$ cat src/rtl/aluPkg.sv
package aluPkg;

	// Operation codes carried in the low bits of the command word.
	typedef enum logic [2:0] {
		OpAdd = 3'd0,
		OpSub = 3'd1,
		OpShl = 3'd2,
		OpSlt = 3'd3,
		OpAnd = 3'd4,
		OpOr  = 3'd5,
		OpXor = 3'd6
	} aluOp_t;

	// Register byte offsets.
	localparam logic [4:0] RegOperandA = 5'h00;
	localparam logic [4:0] RegOperandB = 5'h04;
	localparam logic [4:0] RegCommand  = 5'h08;
	localparam logic [4:0] RegResult   = 5'h0C;
	localparam logic [4:0] RegFlags    = 5'h10;

	// Command word fields.
	localparam int CmdOpLsb     = 0;
	localparam int CmdAmountLsb = 4;

	// Bit positions in the flags register.
	localparam int FlagZero     = 0;
	localparam int FlagOverflow = 1;
	localparam int FlagCarry    = 2;
	localparam int FlagNegative = 3;
	localparam int FlagDone     = 4;

	localparam logic [1:0] RespOkay   = 2'b00;
	localparam logic [1:0] RespSlvErr = 2'b10;

endpackage

$ cat src/rtl/addSubUnit.sv
`timescale 1ns/1ps

module addSubUnit #(
	parameter int DataWidth = 32
) (
	input  logic [DataWidth-1:0] operandA,
	input  logic [DataWidth-1:0] operandB,
	input  aluPkg::aluOp_t       op,
	output logic [DataWidth-1:0] sumResult,
	output logic                 addZero,
	output logic                 addOverflow,
	output logic                 addCarry,
	output logic                 addNegative
);
	import aluPkg::*;

	logic                 isSub;
	logic [DataWidth-1:0] addend;
	logic [DataWidth:0]   carry;

	// Subtract is A plus the inverted B plus one.
	assign isSub = (op == OpSub);
	assign addend = isSub ? ~operandB : operandB;
	assign carry[0] = isSub;

	genvar i;
	generate
		for (i = 0; i < DataWidth; i = i + 1)
		begin : rippleChain
			assign sumResult[i] = operandA[i] ^ addend[i] ^ carry[i];
			assign carry[i+1] = (operandA[i] & addend[i]) | (carry[i] & (operandA[i] ^ addend[i]));
		end
	endgenerate

	// Borrow is the inverse of the carry out.
	assign addCarry = isSub ? ~carry[DataWidth] : carry[DataWidth];
	assign addOverflow = carry[DataWidth] != carry[DataWidth-1];
	assign addZero = !addOverflow && (sumResult == '0);
	assign addNegative = sumResult[DataWidth-1];

endmodule

$ cat src/rtl/aluRegControl.sv
`timescale 1ns/1ps

module aluRegControl #(
	parameter int DataWidth = 32,
	parameter int AddrWidth = 5
) (
	input  logic                   clk,
	input  logic                   reset,
	input  logic [AddrWidth-1:0]   awAddr,
	input  logic                   awValid,
	output logic                   awReady,
	input  logic [DataWidth-1:0]   wData,
	input  logic [DataWidth/8-1:0] wStrb,
	input  logic                   wValid,
	output logic                   wReady,
	output logic [1:0]             bResp,
	output logic                   bValid,
	input  logic                   bReady,
	input  logic [AddrWidth-1:0]   arAddr,
	input  logic                   arValid,
	output logic                   arReady,
	output logic [DataWidth-1:0]   rData,
	output logic [1:0]             rResp,
	output logic                   rValid,
	input  logic                   rReady,
	output logic [DataWidth-1:0]   operandA,
	output logic [DataWidth-1:0]   operandB,
	output aluPkg::aluOp_t         op,
	output logic [1:0]             amount,
	input  logic [DataWidth-1:0]   sumResult,
	input  logic                   addZero,
	input  logic                   addOverflow,
	input  logic                   addCarry,
	input  logic                   addNegative,
	input  logic [DataWidth-1:0]   shiftResult,
	input  logic                   shiftZero,
	input  logic                   shiftCarry,
	input  logic                   shiftNegative,
	input  logic [DataWidth-1:0]   logicResult,
	input  logic                   logicZero
);
	import aluPkg::*;

	logic [AddrWidth-1:0]   awAddrHeld;
	logic                   awFull;
	logic [DataWidth-1:0]   wDataHeld;
	logic [DataWidth/8-1:0] wStrbHeld;
	logic                   wFull;
	logic                   writeNow;
	logic                   writeErr;
	logic                   fullStrobe;
	logic                   cmdIllegal;
	logic                   cmdPending;
	logic [DataWidth-1:0]   result;
	logic [FlagDone:0]      flags;
	logic [DataWidth-1:0]   nextResult;
	logic [FlagNegative:0]  nextFlags;
	logic [DataWidth-1:0]   readData;
	logic                   readErr;

	// Address and data are taken separately; the write runs once both are held.
	assign awReady = !bValid && !awFull;
	assign wReady = !bValid && !wFull;
	assign writeNow = awFull && wFull;
	assign fullStrobe = &wStrbHeld;
	assign cmdIllegal = wDataHeld[CmdOpLsb +: 3] > OpXor;
	assign arReady = !rValid;

	always_comb
	begin
		case (awAddrHeld)
			AddrWidth'(RegOperandA): writeErr = 1'b0;
			AddrWidth'(RegOperandB): writeErr = 1'b0;
			AddrWidth'(RegCommand): writeErr = cmdIllegal;
			default: writeErr = 1'b1;
		endcase
	end

	always_ff @(posedge clk)
	begin
		if (reset)
		begin
			awFull <= 1'b0;
			wFull <= 1'b0;
			bValid <= 1'b0;
		end
		else
		begin
			if (awValid && awReady)
				awFull <= 1'b1;
			else if (writeNow)
				awFull <= 1'b0;
			if (wValid && wReady)
				wFull <= 1'b1;
			else if (writeNow)
				wFull <= 1'b0;
			if (writeNow)
				bValid <= 1'b1;
			else if (bReady)
				bValid <= 1'b0;
		end
	end

	always_ff @(posedge clk)
	begin
		if (awValid && awReady)
			awAddrHeld <= awAddr;
		if (wValid && wReady)
		begin
			wDataHeld <= wData;
			wStrbHeld <= wStrb;
		end
		if (writeNow)
			bResp <= writeErr ? RespSlvErr : RespOkay;
	end

	// Pick the unit that matches the stored command.
	always_comb
	begin
		nextResult = logicResult;
		nextFlags = '0;
		case (op)
			OpAdd, OpSub:
			begin
				nextResult = sumResult;
				nextFlags[FlagZero] = addZero;
				nextFlags[FlagOverflow] = addOverflow;
				nextFlags[FlagCarry] = addCarry;
				nextFlags[FlagNegative] = addNegative;
			end
			OpShl:
			begin
				nextResult = shiftResult;
				nextFlags[FlagZero] = shiftZero;
				nextFlags[FlagCarry] = shiftCarry;
				nextFlags[FlagNegative] = shiftNegative;
			end
			default:
				nextFlags[FlagZero] = logicZero;
		endcase
	end

	always_ff @(posedge clk)
	begin
		if (reset)
		begin
			operandA <= '0;
			operandB <= '0;
			op <= OpAdd;
			amount <= '0;
			cmdPending <= 1'b0;
			result <= '0;
			flags <= '0;
		end
		else
		begin
			// Writes with a partial strobe are dropped.
			if (writeNow && !writeErr && fullStrobe)
			begin
				case (awAddrHeld)
					AddrWidth'(RegOperandA): operandA <= wDataHeld;
					AddrWidth'(RegOperandB): operandB <= wDataHeld;
					default:
					begin
						op <= aluOp_t'(wDataHeld[CmdOpLsb +: 3]);
						amount <= wDataHeld[CmdAmountLsb +: 2];
						flags[FlagDone] <= 1'b0;
						cmdPending <= 1'b1;
					end
				endcase
			end
			if (cmdPending)
			begin
				result <= nextResult;
				flags[FlagNegative:0] <= nextFlags;
				flags[FlagDone] <= 1'b1;
				cmdPending <= 1'b0;
			end
		end
	end

	always_comb
	begin
		readData = '0;
		readErr = 1'b0;
		case (arAddr)
			AddrWidth'(RegOperandA): readData = operandA;
			AddrWidth'(RegOperandB): readData = operandB;
			AddrWidth'(RegCommand):
			begin
				readData[CmdOpLsb +: 3] = op;
				readData[CmdAmountLsb +: 2] = amount;
			end
			AddrWidth'(RegResult): readData = result;
			AddrWidth'(RegFlags): readData[FlagDone:0] = flags;
			default: readErr = 1'b1;
		endcase
	end

	always_ff @(posedge clk)
	begin
		if (reset)
			rValid <= 1'b0;
		else if (arValid && arReady)
			rValid <= 1'b1;
		else if (rReady)
			rValid <= 1'b0;
	end

	always_ff @(posedge clk)
	begin
		if (arValid && arReady)
		begin
			rData <= readData;
			rResp <= readErr ? RespSlvErr : RespOkay;
		end
	end

endmodule

$ cat src/rtl/aluSubsystem.sv
`timescale 1ns/1ps

module aluSubsystem #(
	parameter int DataWidth = 32,
	parameter int AddrWidth = 5
) (
	input  logic                   clk,
	input  logic                   reset,
	input  logic [AddrWidth-1:0]   awAddr,
	input  logic                   awValid,
	output logic                   awReady,
	input  logic [DataWidth-1:0]   wData,
	input  logic [DataWidth/8-1:0] wStrb,
	input  logic                   wValid,
	output logic                   wReady,
	output logic [1:0]             bResp,
	output logic                   bValid,
	input  logic                   bReady,
	input  logic [AddrWidth-1:0]   arAddr,
	input  logic                   arValid,
	output logic                   arReady,
	output logic [DataWidth-1:0]   rData,
	output logic [1:0]             rResp,
	output logic                   rValid,
	input  logic                   rReady
);
	import aluPkg::*;

	logic [DataWidth-1:0] operandA;
	logic [DataWidth-1:0] operandB;
	aluOp_t               op;
	logic [1:0]           amount;
	logic [DataWidth-1:0] sumResult;
	logic                 addZero;
	logic                 addOverflow;
	logic                 addCarry;
	logic                 addNegative;
	logic [DataWidth-1:0] shiftResult;
	logic                 shiftZero;
	logic                 shiftCarry;
	logic                 shiftNegative;
	logic [DataWidth-1:0] logicResult;
	logic                 logicZero;

	aluRegControl #(
		.DataWidth(DataWidth),
		.AddrWidth(AddrWidth)
	) u_aluRegControl (
		.clk(clk),
		.reset(reset),
		.awAddr(awAddr),
		.awValid(awValid),
		.awReady(awReady),
		.wData(wData),
		.wStrb(wStrb),
		.wValid(wValid),
		.wReady(wReady),
		.bResp(bResp),
		.bValid(bValid),
		.bReady(bReady),
		.arAddr(arAddr),
		.arValid(arValid),
		.arReady(arReady),
		.rData(rData),
		.rResp(rResp),
		.rValid(rValid),
		.rReady(rReady),
		.operandA(operandA),
		.operandB(operandB),
		.op(op),
		.amount(amount),
		.sumResult(sumResult),
		.addZero(addZero),
		.addOverflow(addOverflow),
		.addCarry(addCarry),
		.addNegative(addNegative),
		.shiftResult(shiftResult),
		.shiftZero(shiftZero),
		.shiftCarry(shiftCarry),
		.shiftNegative(shiftNegative),
		.logicResult(logicResult),
		.logicZero(logicZero)
	);

	addSubUnit #(
		.DataWidth(DataWidth)
	) u_addSubUnit (
		.operandA(operandA),
		.operandB(operandB),
		.op(op),
		.sumResult(sumResult),
		.addZero(addZero),
		.addOverflow(addOverflow),
		.addCarry(addCarry),
		.addNegative(addNegative)
	);

	shiftUnit #(
		.DataWidth(DataWidth)
	) u_shiftUnit (
		.operandA(operandA),
		.amount(amount),
		.shiftResult(shiftResult),
		.shiftZero(shiftZero),
		.shiftCarry(shiftCarry),
		.shiftNegative(shiftNegative)
	);

	logicCompareUnit #(
		.DataWidth(DataWidth)
	) u_logicCompareUnit (
		.operandA(operandA),
		.operandB(operandB),
		.op(op),
		.logicResult(logicResult),
		.logicZero(logicZero)
	);

endmodule

$ cat src/rtl/logicCompareUnit.sv
`timescale 1ns/1ps

module logicCompareUnit #(
	parameter int DataWidth = 32
) (
	input  logic [DataWidth-1:0] operandA,
	input  logic [DataWidth-1:0] operandB,
	input  aluPkg::aluOp_t       op,
	output logic [DataWidth-1:0] logicResult,
	output logic                 logicZero
);
	import aluPkg::*;

	always_comb
	begin
		logicResult = '0;
		case (op)
			OpAnd: logicResult = operandA & operandB;
			OpOr: logicResult = operandA | operandB;
			OpXor: logicResult = operandA ^ operandB;
			// Unsigned compare.
			OpSlt: logicResult[0] = operandA < operandB;
			default: logicResult = '0;
		endcase
	end

	// Set-less-than reports no flags.
	assign logicZero = (op != OpSlt) && (logicResult == '0);

endmodule

$ cat src/rtl/shiftUnit.sv
`timescale 1ns/1ps

module shiftUnit #(
	parameter int DataWidth = 32
) (
	input  logic [DataWidth-1:0] operandA,
	input  logic [1:0]           amount,
	output logic [DataWidth-1:0] shiftResult,
	output logic                 shiftZero,
	output logic                 shiftCarry,
	output logic                 shiftNegative
);

	assign shiftResult = operandA << amount;

	// Carry is the last bit pushed out the top.
	always_comb
	begin
		case (amount)
			2'd0: shiftCarry = 1'b0;
			2'd1: shiftCarry = operandA[DataWidth-1];
			2'd2: shiftCarry = operandA[DataWidth-2];
			default: shiftCarry = operandA[DataWidth-3];
		endcase
	end

	assign shiftZero = (shiftResult == '0);
	assign shiftNegative = shiftResult[DataWidth-1];

endmodule
$ cat config.mk
export PLATFORM = sky130hd
export DESIGN_NAME = aluSubsystem
export DESIGN_NICKNAME = d
export VERILOG_FILES = /design/src/rtl/aluPkg.sv /design/src/rtl/addSubUnit.sv /design/src/rtl/aluRegControl.sv /design/src/rtl/aluSubsystem.sv /design/src/rtl/logicCompareUnit.sv /design/src/rtl/shiftUnit.sv
export SDC_FILE = /design/constraint.sdc
export NUM_CORES = 1
export LEC_CHECK = 0
export BUFFER_PORTS_ARGS = -buffer_cell sky130_fd_sc_hd__clkbuf_2
export CAP_MARGIN = 20
export CORE_AREA = 2 2 219 221
export CTS_BUF_LIST = sky130_fd_sc_hd__clkbuf_4 sky130_fd_sc_hd__clkbuf_8
export CTS_CLUSTER_SIZE = 28
export DETAILED_ROUTE_END_ITERATION = 16
export DIE_AREA = 0 0 221 223
export PLACE_DENSITY = 0.45
export RECOVER_POWER = 25
export SYNTH_ARGS = -nofsm -noshare
export SYNTH_HDL_FRONTEND = slang
export SYNTH_SLANG_ARGS = --single-unit
$ cat constraint.sdc
create_clock -name clk -period 18.29 [get_ports clk]
set_input_delay 0 -clock clk [delete_from_list [all_inputs] [get_ports clk]]
set_output_delay 0 -clock clk [all_outputs]
set_load 0.01 [all_outputs]
==> impl_results.md, run 1 <==
* Outcome: finished clean
* Fin crit share at between 80 and 90%
* Antenna violations before repair at 1
* Max Freq at between 60 and 70 MHz
* Hold bufs inserted after CTS at between 40 and 50
* First-pass GRT wire length at 58800 µm
* Vias in the first global route at around 9600
* Ports at 94
* WHS at around 0.027 ns
* GR Util All Layers at between 15 and 20%
* Resize count post-CTS at 0
* Distinct cell type count after synthesis at 58
* Die X at roughly 220 µm
* Nets at 1498
* # placed instances at approximately 1900
* Pre-CTS WS at between 3 and 4 ns
* Worst-Skew Late Latency at ~0.54 ns
* Share of synthesized flip-flops with an asynchronous set or reset at 0%
* Synthesized flop and latch total at 186
* Hpwl dp at ~25000 µm
* Slowest CP cell: buf_4
* Row cnt at 80
* Initial core utilization at 24.7%
* Total negative setup slack at 0 ns
* CTS tree: done
* Worst hold path class: in2reg
* Number of I/O port buffers at slightly above 90
* Clock Tree Buf Depth at 2
* Syn-to-layout area delta at 15.5%
* Via count at 9434
* Ys flop type: dfxtp_1
* Setup Skew at about 0.022 ns
* Worst EP required at around 19 ns
* Syn_area_per_cell at between 9 and 10 µm²
* Peak VDD IR at roughly 0.043 mV
* Fin. Hold Viols at 0
* Worst Max-Slew Pin Slew at between 0.9 and 1 ns
* Drt wl/cell at 19.4 µm
* RSZ-0062 raised after global routing: false
* Fraction of layout cells with a size suffix above 1 at 10.3%
* Pwr dens at between 50 and 60 nW/µm²
* Total clock sinks at 186
* Register area share after synthesis at between 30% and 40%
* Root Buffer: clkbuf_8
* CTS clk-pin slew, worst paths at 0.10 ns
* Yosys warns at 0
* Die area at around 50000 µm²
* Leakage power at 4.94 nW
* Worst Path Max Fanout at a little under 60
* Synth Cell Area at 11600 µm²
* Post-Syn Instances at around 1200
* Pre-Repair DR Iteration Count at 5
* Max-slew headroom at between 30% and 40%
* Antenna Cells at 0
* Startpoint class of the critical path: register
* Initial DRC Count at roughly 700
* Non-Filler Instances at ~1900
* Final worst slack at roughly 3.2 ns
* Largest net degree at the start of global routing at 68
* Final setup fails at 0
* DRC at 0
* Max_cap viols at 0
* Drt total wl at between 30000 and 40000 µm
* CTS Buf Count at 17
* Worst setup EP type: register
* Type of the worst setup path: reg2reg
* Area of the core at between 40000 and 50000 µm²
* Routed Antenna Nets at 0
* Period minus WS final at ~15 ns
* Critical Path Most Common Cell: fa_1
* Slew Viols, Final at 0
* Post-CTS Setup Repair Bufs at 0
* EDFF count, synth at 75
* H-tree Lvls at 4
* Tot Pwr at around 0.76 mW
* Crit path DAT at approximately 16 ns
* Max incr delay on CP at approximately 0.52 ns
* Vias per cell at 4.85
* Grt ovf at 0
* Placer Congestion at a little over 0.8
* DIE HEIGHT at 223 µm
[layout make-up]
class,count,area [µm²]
Sequential cell,186,4480
Inverter,110,413
Clock buffer,23,292
Fill cell,5010,33700
Tap cell,615,769
Clock inverter,9,65.1
Timing Repair Buffer,155,1020
Multi-Input combinational cell,848,6410
[path summary, 6_finish.rpt]
check | startpoint | end | slack [ns] | cells after the start
worst max-delay path | u_aluRegControl.op[0] | u_aluRegControl.flags[0] | 3.18 | 40
worst min-delay path | wValid | u_aluRegControl.wDataHeld[24] | 0.03 | 2
worst max register to register | u_aluRegControl.op[0] | u_aluRegControl.flags[0] | 3.18 | 40
worst min register to register | u_aluRegControl.flags[1] | u_aluRegControl.flags[1] | 0.48 | 2
[cell usage after synthesis, types with 8 or more instances]
| master | instances | area share [%] |
|---|---|---|
| o21bai_1 | 9 | 0.58 |
| nor4_1 | 20 | 1.1 |
| a22o_1 | 18 | 1.4 |
| ha_1 | 96 | 10 |
| nand2_1 | 179 | 5.8 |
| a221oi_1 | 21 | 1.6 |
| dfxtp_1 | 111 | 19 |
| a222oi_1 | 28 | 2.4 |
| xnor2_1 | 31 | 2.3 |
| inv_1 | 107 | 3.5 |
| o211ai_1 | 18 | 1.2 |
| buf_2 | 22 | 0.95 |
| mux4_2 | 13 | 2.5 |
| clkbuf_1 | 55 | 1.8 |
| edfxtp_1 | 75 | 19 |
| nor2_1 | 76 | 2.5 |
| o21ai_0 | 25 | 1.1 |
| o22ai_1 | 15 | 0.81 |
| nor3_1 | 8 | 0.34 |
| a21oi_1 | 107 | 4.6 |
| and2_1 | 8 | 0.43 |
| o21ai_1 | 9 | 0.39 |
| mux2_1 | 14 | 1.4 |
| mux2i_1 | 37 | 3.2 |
| nand4_1 | 13 | 0.70 |
| fa_1 | 31 | 5.3 |
[logic make-up after synthesis]
group,count (synthesis),synth area share (%)
AND/OR/NAND/NOR,329,12.1
XOR/XNOR,32,2.41
AO/OA/AOI/OAI,287,16.8
buffers and inverters,197,6.82
flip-flops,186,38.4
other,1,0.0322
multiplexers,71,7.73
adder cells (fa/ha/maj),127,15.7
[per-layer routing]
layer | track usage, % | up-vias | wire length [µm] | part of all wire [%]
met4 | 5.78 | 2 | 1060 | 2.8
li1 | - | 4513 | - | -
met2 | 25.0 | 235 | 17400 | 46
met1 | 20.7 | 4634 | 17500 | 47
met3 | 3.07 | 50 | 1660 | 4.4
met5 | 0 | - | 18 | 0.048
[registers in the layout, summed over array words and instances (netlist names), 4 cells and up]
signal                      cells
u_aluRegControl.operandB       32
u_aluRegControl.wDataHeld      32
u_aluRegControl.operandA       32
u_aluRegControl.result         32
u_aluRegControl.rData          32
u_aluRegControl.wStrbHeld       4
u_aluRegControl.flags           5
u_aluRegControl.awAddrHeld      5
[worst max-delay path, delay by kind of cell (launching register included)]
family / cells / cell delay [ns]
compound gates: 2 / 0.31
simple gates: 4 / 0.76
flops: 1 / 0.33
buf+inv: 2 / 0.96
xor+xnor: 1 / 0.17
fa+ha+maj: 31 / 12.47
[where the power goes]
group	switching (mW)	internal, mW	leakage [nW]
clock network	0.165	0.108	0.181
logic	0.0225	0.0160	3.14
registers	0.00644	0.443	1.63
[placed cells by master (no fill, tap or decap), drive strengths merged, types with 8 or more instances in the layout]
| cell type | count |
|---|---|
| a22o | 18 |
| o21bai | 9 |
| dfxtp | 111 |
| mux4 | 13 |
| dlygate4sd3 | 48 |
| and2 | 8 |
| o21ai | 34 |
| nor3 | 8 |
| a222oi | 28 |
| o211ai | 18 |
| xnor2 | 31 |
| edfxtp | 75 |
| o22ai | 15 |
| mux2 | 21 |
| a221oi | 21 |
| a21oi | 107 |
| nand2 | 179 |
| nor4 | 20 |
| inv | 114 |
| mux2i | 37 |
| clkbuf | 113 |
| buf | 17 |
| nor2 | 76 |
| nand4 | 13 |
| ha | 96 |
| fa | 31 |
[through the flow]
stage / instance area, µm² / utilization, %
floorplan: 11600 / -
global placement: 12600 / 26.8
detailed placement: 12600 / 26.8
CTS: 13500 / 28.6
global route: 13400 / 28.5
finish: 13400 / 28.5
No activity file was read; power rests on OpenSTA's default activity.
==> run 2: changes to the inputs <==
Clock period 18.29 ns to 15.4 ns, I/O delays scaled along.
==> run 2 against run 1 <==
Effect of this change:
- critical path depth is 1 lower
- setup slack worse by 2.3 ns
- maximum frequency is 4.2% higher
- cell area hardly changed
- first-iteration DRC count is 12% higher
- largest cell class unchanged
==> impl_results.md, run 2 (synthesis gave the netlist of run 1 again) <==
* Die X at 221 µm (unchanged)
* Via count at 9494 (was 9434)
* Setup Skew at 0.0277 ns (was 0.0223 ns)
* Hold Path Stages at 2 (unchanged)
* CTS tree: done (unchanged)
* Crit path from: u_aluRegControl.op[1] (was u_aluRegControl.op[0])
* DIE HEIGHT at 223 µm (unchanged)
* Commonest non-fill, non-tap cell in the layout: nand2_1 (unchanged)
* Area of the core at 47100 µm² (unchanged)
* Vias per cell at 4.88 (was 4.85)
* Worst-Skew Late Latency at 0.53 ns (was 0.54 ns)
* CTS clk-pin slew, worst paths at 0.12 ns (was 0.10 ns)
* Nets at 1497 (was 1498)
* Crit path DAT at 14.97 ns (was 15.57 ns)
* Post-CTS Setup Repair Bufs at 0 (unchanged)
* Total clock sinks at 186 (unchanged)
* Period minus WS final at 14.50 ns (was 15.11 ns)
* Type of the worst setup path: reg2reg (unchanged)
* Row cnt at 80 (unchanged)
* Slew Viols, Final at 0 (unchanged)
* Number of I/O port buffers at 91 (unchanged)
* Worst EP required at 15.87 ns (was 18.74 ns)
* Outcome: finished clean (unchanged)
* Worst Max-Slew Pin Slew at 0.996 ns (was 0.963 ns)
* Non-Filler Instances at 1945 (was 1946)
* H-tree Lvls at 4 (unchanged)
* Routed Antenna Nets at 0 (unchanged)
* Worst r2r dst: u_aluRegControl.flags[0] (unchanged)
* Worst Path Max Fanout at 17 (was 59)
* Fraction of layout cells with a size suffix above 1 at 10.1% (was 10.3%)
* Peak VDD IR at 0.0477 mV (was 0.0434 mV)
* Antenna Cells at 0 (unchanged)
* Max incr delay on CP at 0.52 ns (about the same)
* Total negative setup slack at 0 ns (unchanged)
* Grt ovf at 0 (unchanged)
* Fin crit share at 94.1% (was 82.6%)
* Max_cap viols at 0 (unchanged)
* Pre-Repair DR Iteration Count at 6 (was 5)
* Ports at 94 (unchanged)
* Antenna violations before repair at 0 (was 1)
* Hold worst-path end: u_aluRegControl.wDataHeld[24] (unchanged)
* Clock Tree Buf Depth at 2 (unchanged)
* Root Buffer: clkbuf_8 (unchanged)
* # placed instances at 1864 (was 1865)
* Hold path start: wValid (unchanged)
* Syn-to-layout area delta at 15.6% (was 15.5%)
* Placer Congestion at 0.821 (was 0.826)
* Tot Pwr at 0.919 mW (was 0.761 mW)
* Largest net degree at the start of global routing at 65 (was 68)
* Leakage power at 4.95 nW (was 4.94 nW)
* Worst setup EP type: register (unchanged)
* CTS Buf Count at 17 (unchanged)
* Max Freq at 69.0 MHz (was 66.2 MHz)
* Hpwl dp at 25400 µm (was 25300 µm)
* Final setup fails at 0 (unchanged)
* Max-slew headroom at 33.5% (was 35.8%)
* Critical Path Most Common Cell: fa_1 (unchanged)
* Startpoint class of the critical path: register (unchanged)
* Most frequent cells in the layout: nand2_1, inv_1, a21oi_1, dfxtp_1, ha_1 (unchanged)
* Worst Reg-to-Reg Cells at 39 (was 40)
* Drt total wl at 37400 µm (was 37700 µm)
* Worst hold path class: in2reg (unchanged)
* R2r startpoint: u_aluRegControl.op[1] (was u_aluRegControl.op[0])
* Final core occ at 28.5% (about the same)
* Drt wl/cell at 19.2 µm (was 19.4 µm)
* Initial core utilization at 24.7% (unchanged)
* Pwr dens at 68.3 nW/µm² (was 56.6 nW/µm²)
* Flop-to-flop setup slack at 0.90 ns (was 3.18 ns)
* GR Util All Layers at 15.3% (was 15.6%)
* RSZ-0062 raised after global routing: false (unchanged)
* Die area at 49300 µm² (unchanged)
* Resize count post-CTS at 0 (unchanged)
* Slowest CP cell: and2_2 (was buf_4)
* Vias in the first global route at 9725 (was 9568)
* First-pass GRT wire length at 58100 µm (was 58800 µm)
* Initial DRC Count at 788 (was 703)
* DRC at 0 (unchanged)
* Hold bufs inserted after CTS at 48 (unchanged)
* Fin. Hold Viols at 0 (unchanged)
## run 2: report_power, final
| group | switching (mW) | leakage (nW) | internal (mW) |
|---|---|---|---|
| Combinational | 0.0267 | 3.13 | 0.0190 |
| Clock | 0.204 | 0.192 | 0.135 |
| Sequential | 0.00798 | 1.63 | 0.526 |
| Total | 0.238 | 4.95 | 0.681 |
## run 2: layout make-up
cell class              count  area, µm²
fillers                  5002      33700
multi-input cells         848       6410
flip-flops and latches    186       4480
repair buffers            154       1010
well taps                 615        769
inverters                 110        413
clock buffers              19        255
clock inverters            13        118
## run 2: per-stage QoR
stage	setup slack, ns	cell area [µm²]	hold slack, ns
after CTS	0.931	13500	0.0761
final	0.902	13500	0.0173
after detailed placement	0.917	12600	0.179
after global placement	1.07	12600	0.177
after floorplan	1.15	11600	0.0989
after global routing	0.420	13500	0.00699
## run 2: how the worst max path moves through the flow
stage | slack [ns] | cells past startpoint | end
2_1_floorplan | 1.15 | 43 | u_aluRegControl.flags[0]
3_3_place_gp | 1.07 | 39 | u_aluRegControl.flags[0]
3_5_place_dp | 0.92 | 39 | u_aluRegControl.flags[0]
4_1_cts | 0.93 | 39 | u_aluRegControl.flags[0]
5_1_grt | 0.42 | 39 | u_aluRegControl.flags[0]
6_report | 0.90 | 39 | u_aluRegControl.flags[0]
## run 2: worst max-delay path: cells and delay by family, from the launching register on
family          cells  cell delay, ns
simple gates        5            1.20
compound gates      2            0.30
fa+ha+maj          31           12.44
flops               1            0.34
xor+xnor            1            0.16
## run 2: per-layer routing
metal	share of wire [%]	global-route usage (%)
met1	47	20.7
met2	46	24.5
met3	5.1	2.99
met4	1.9	4.83
met5	0	0
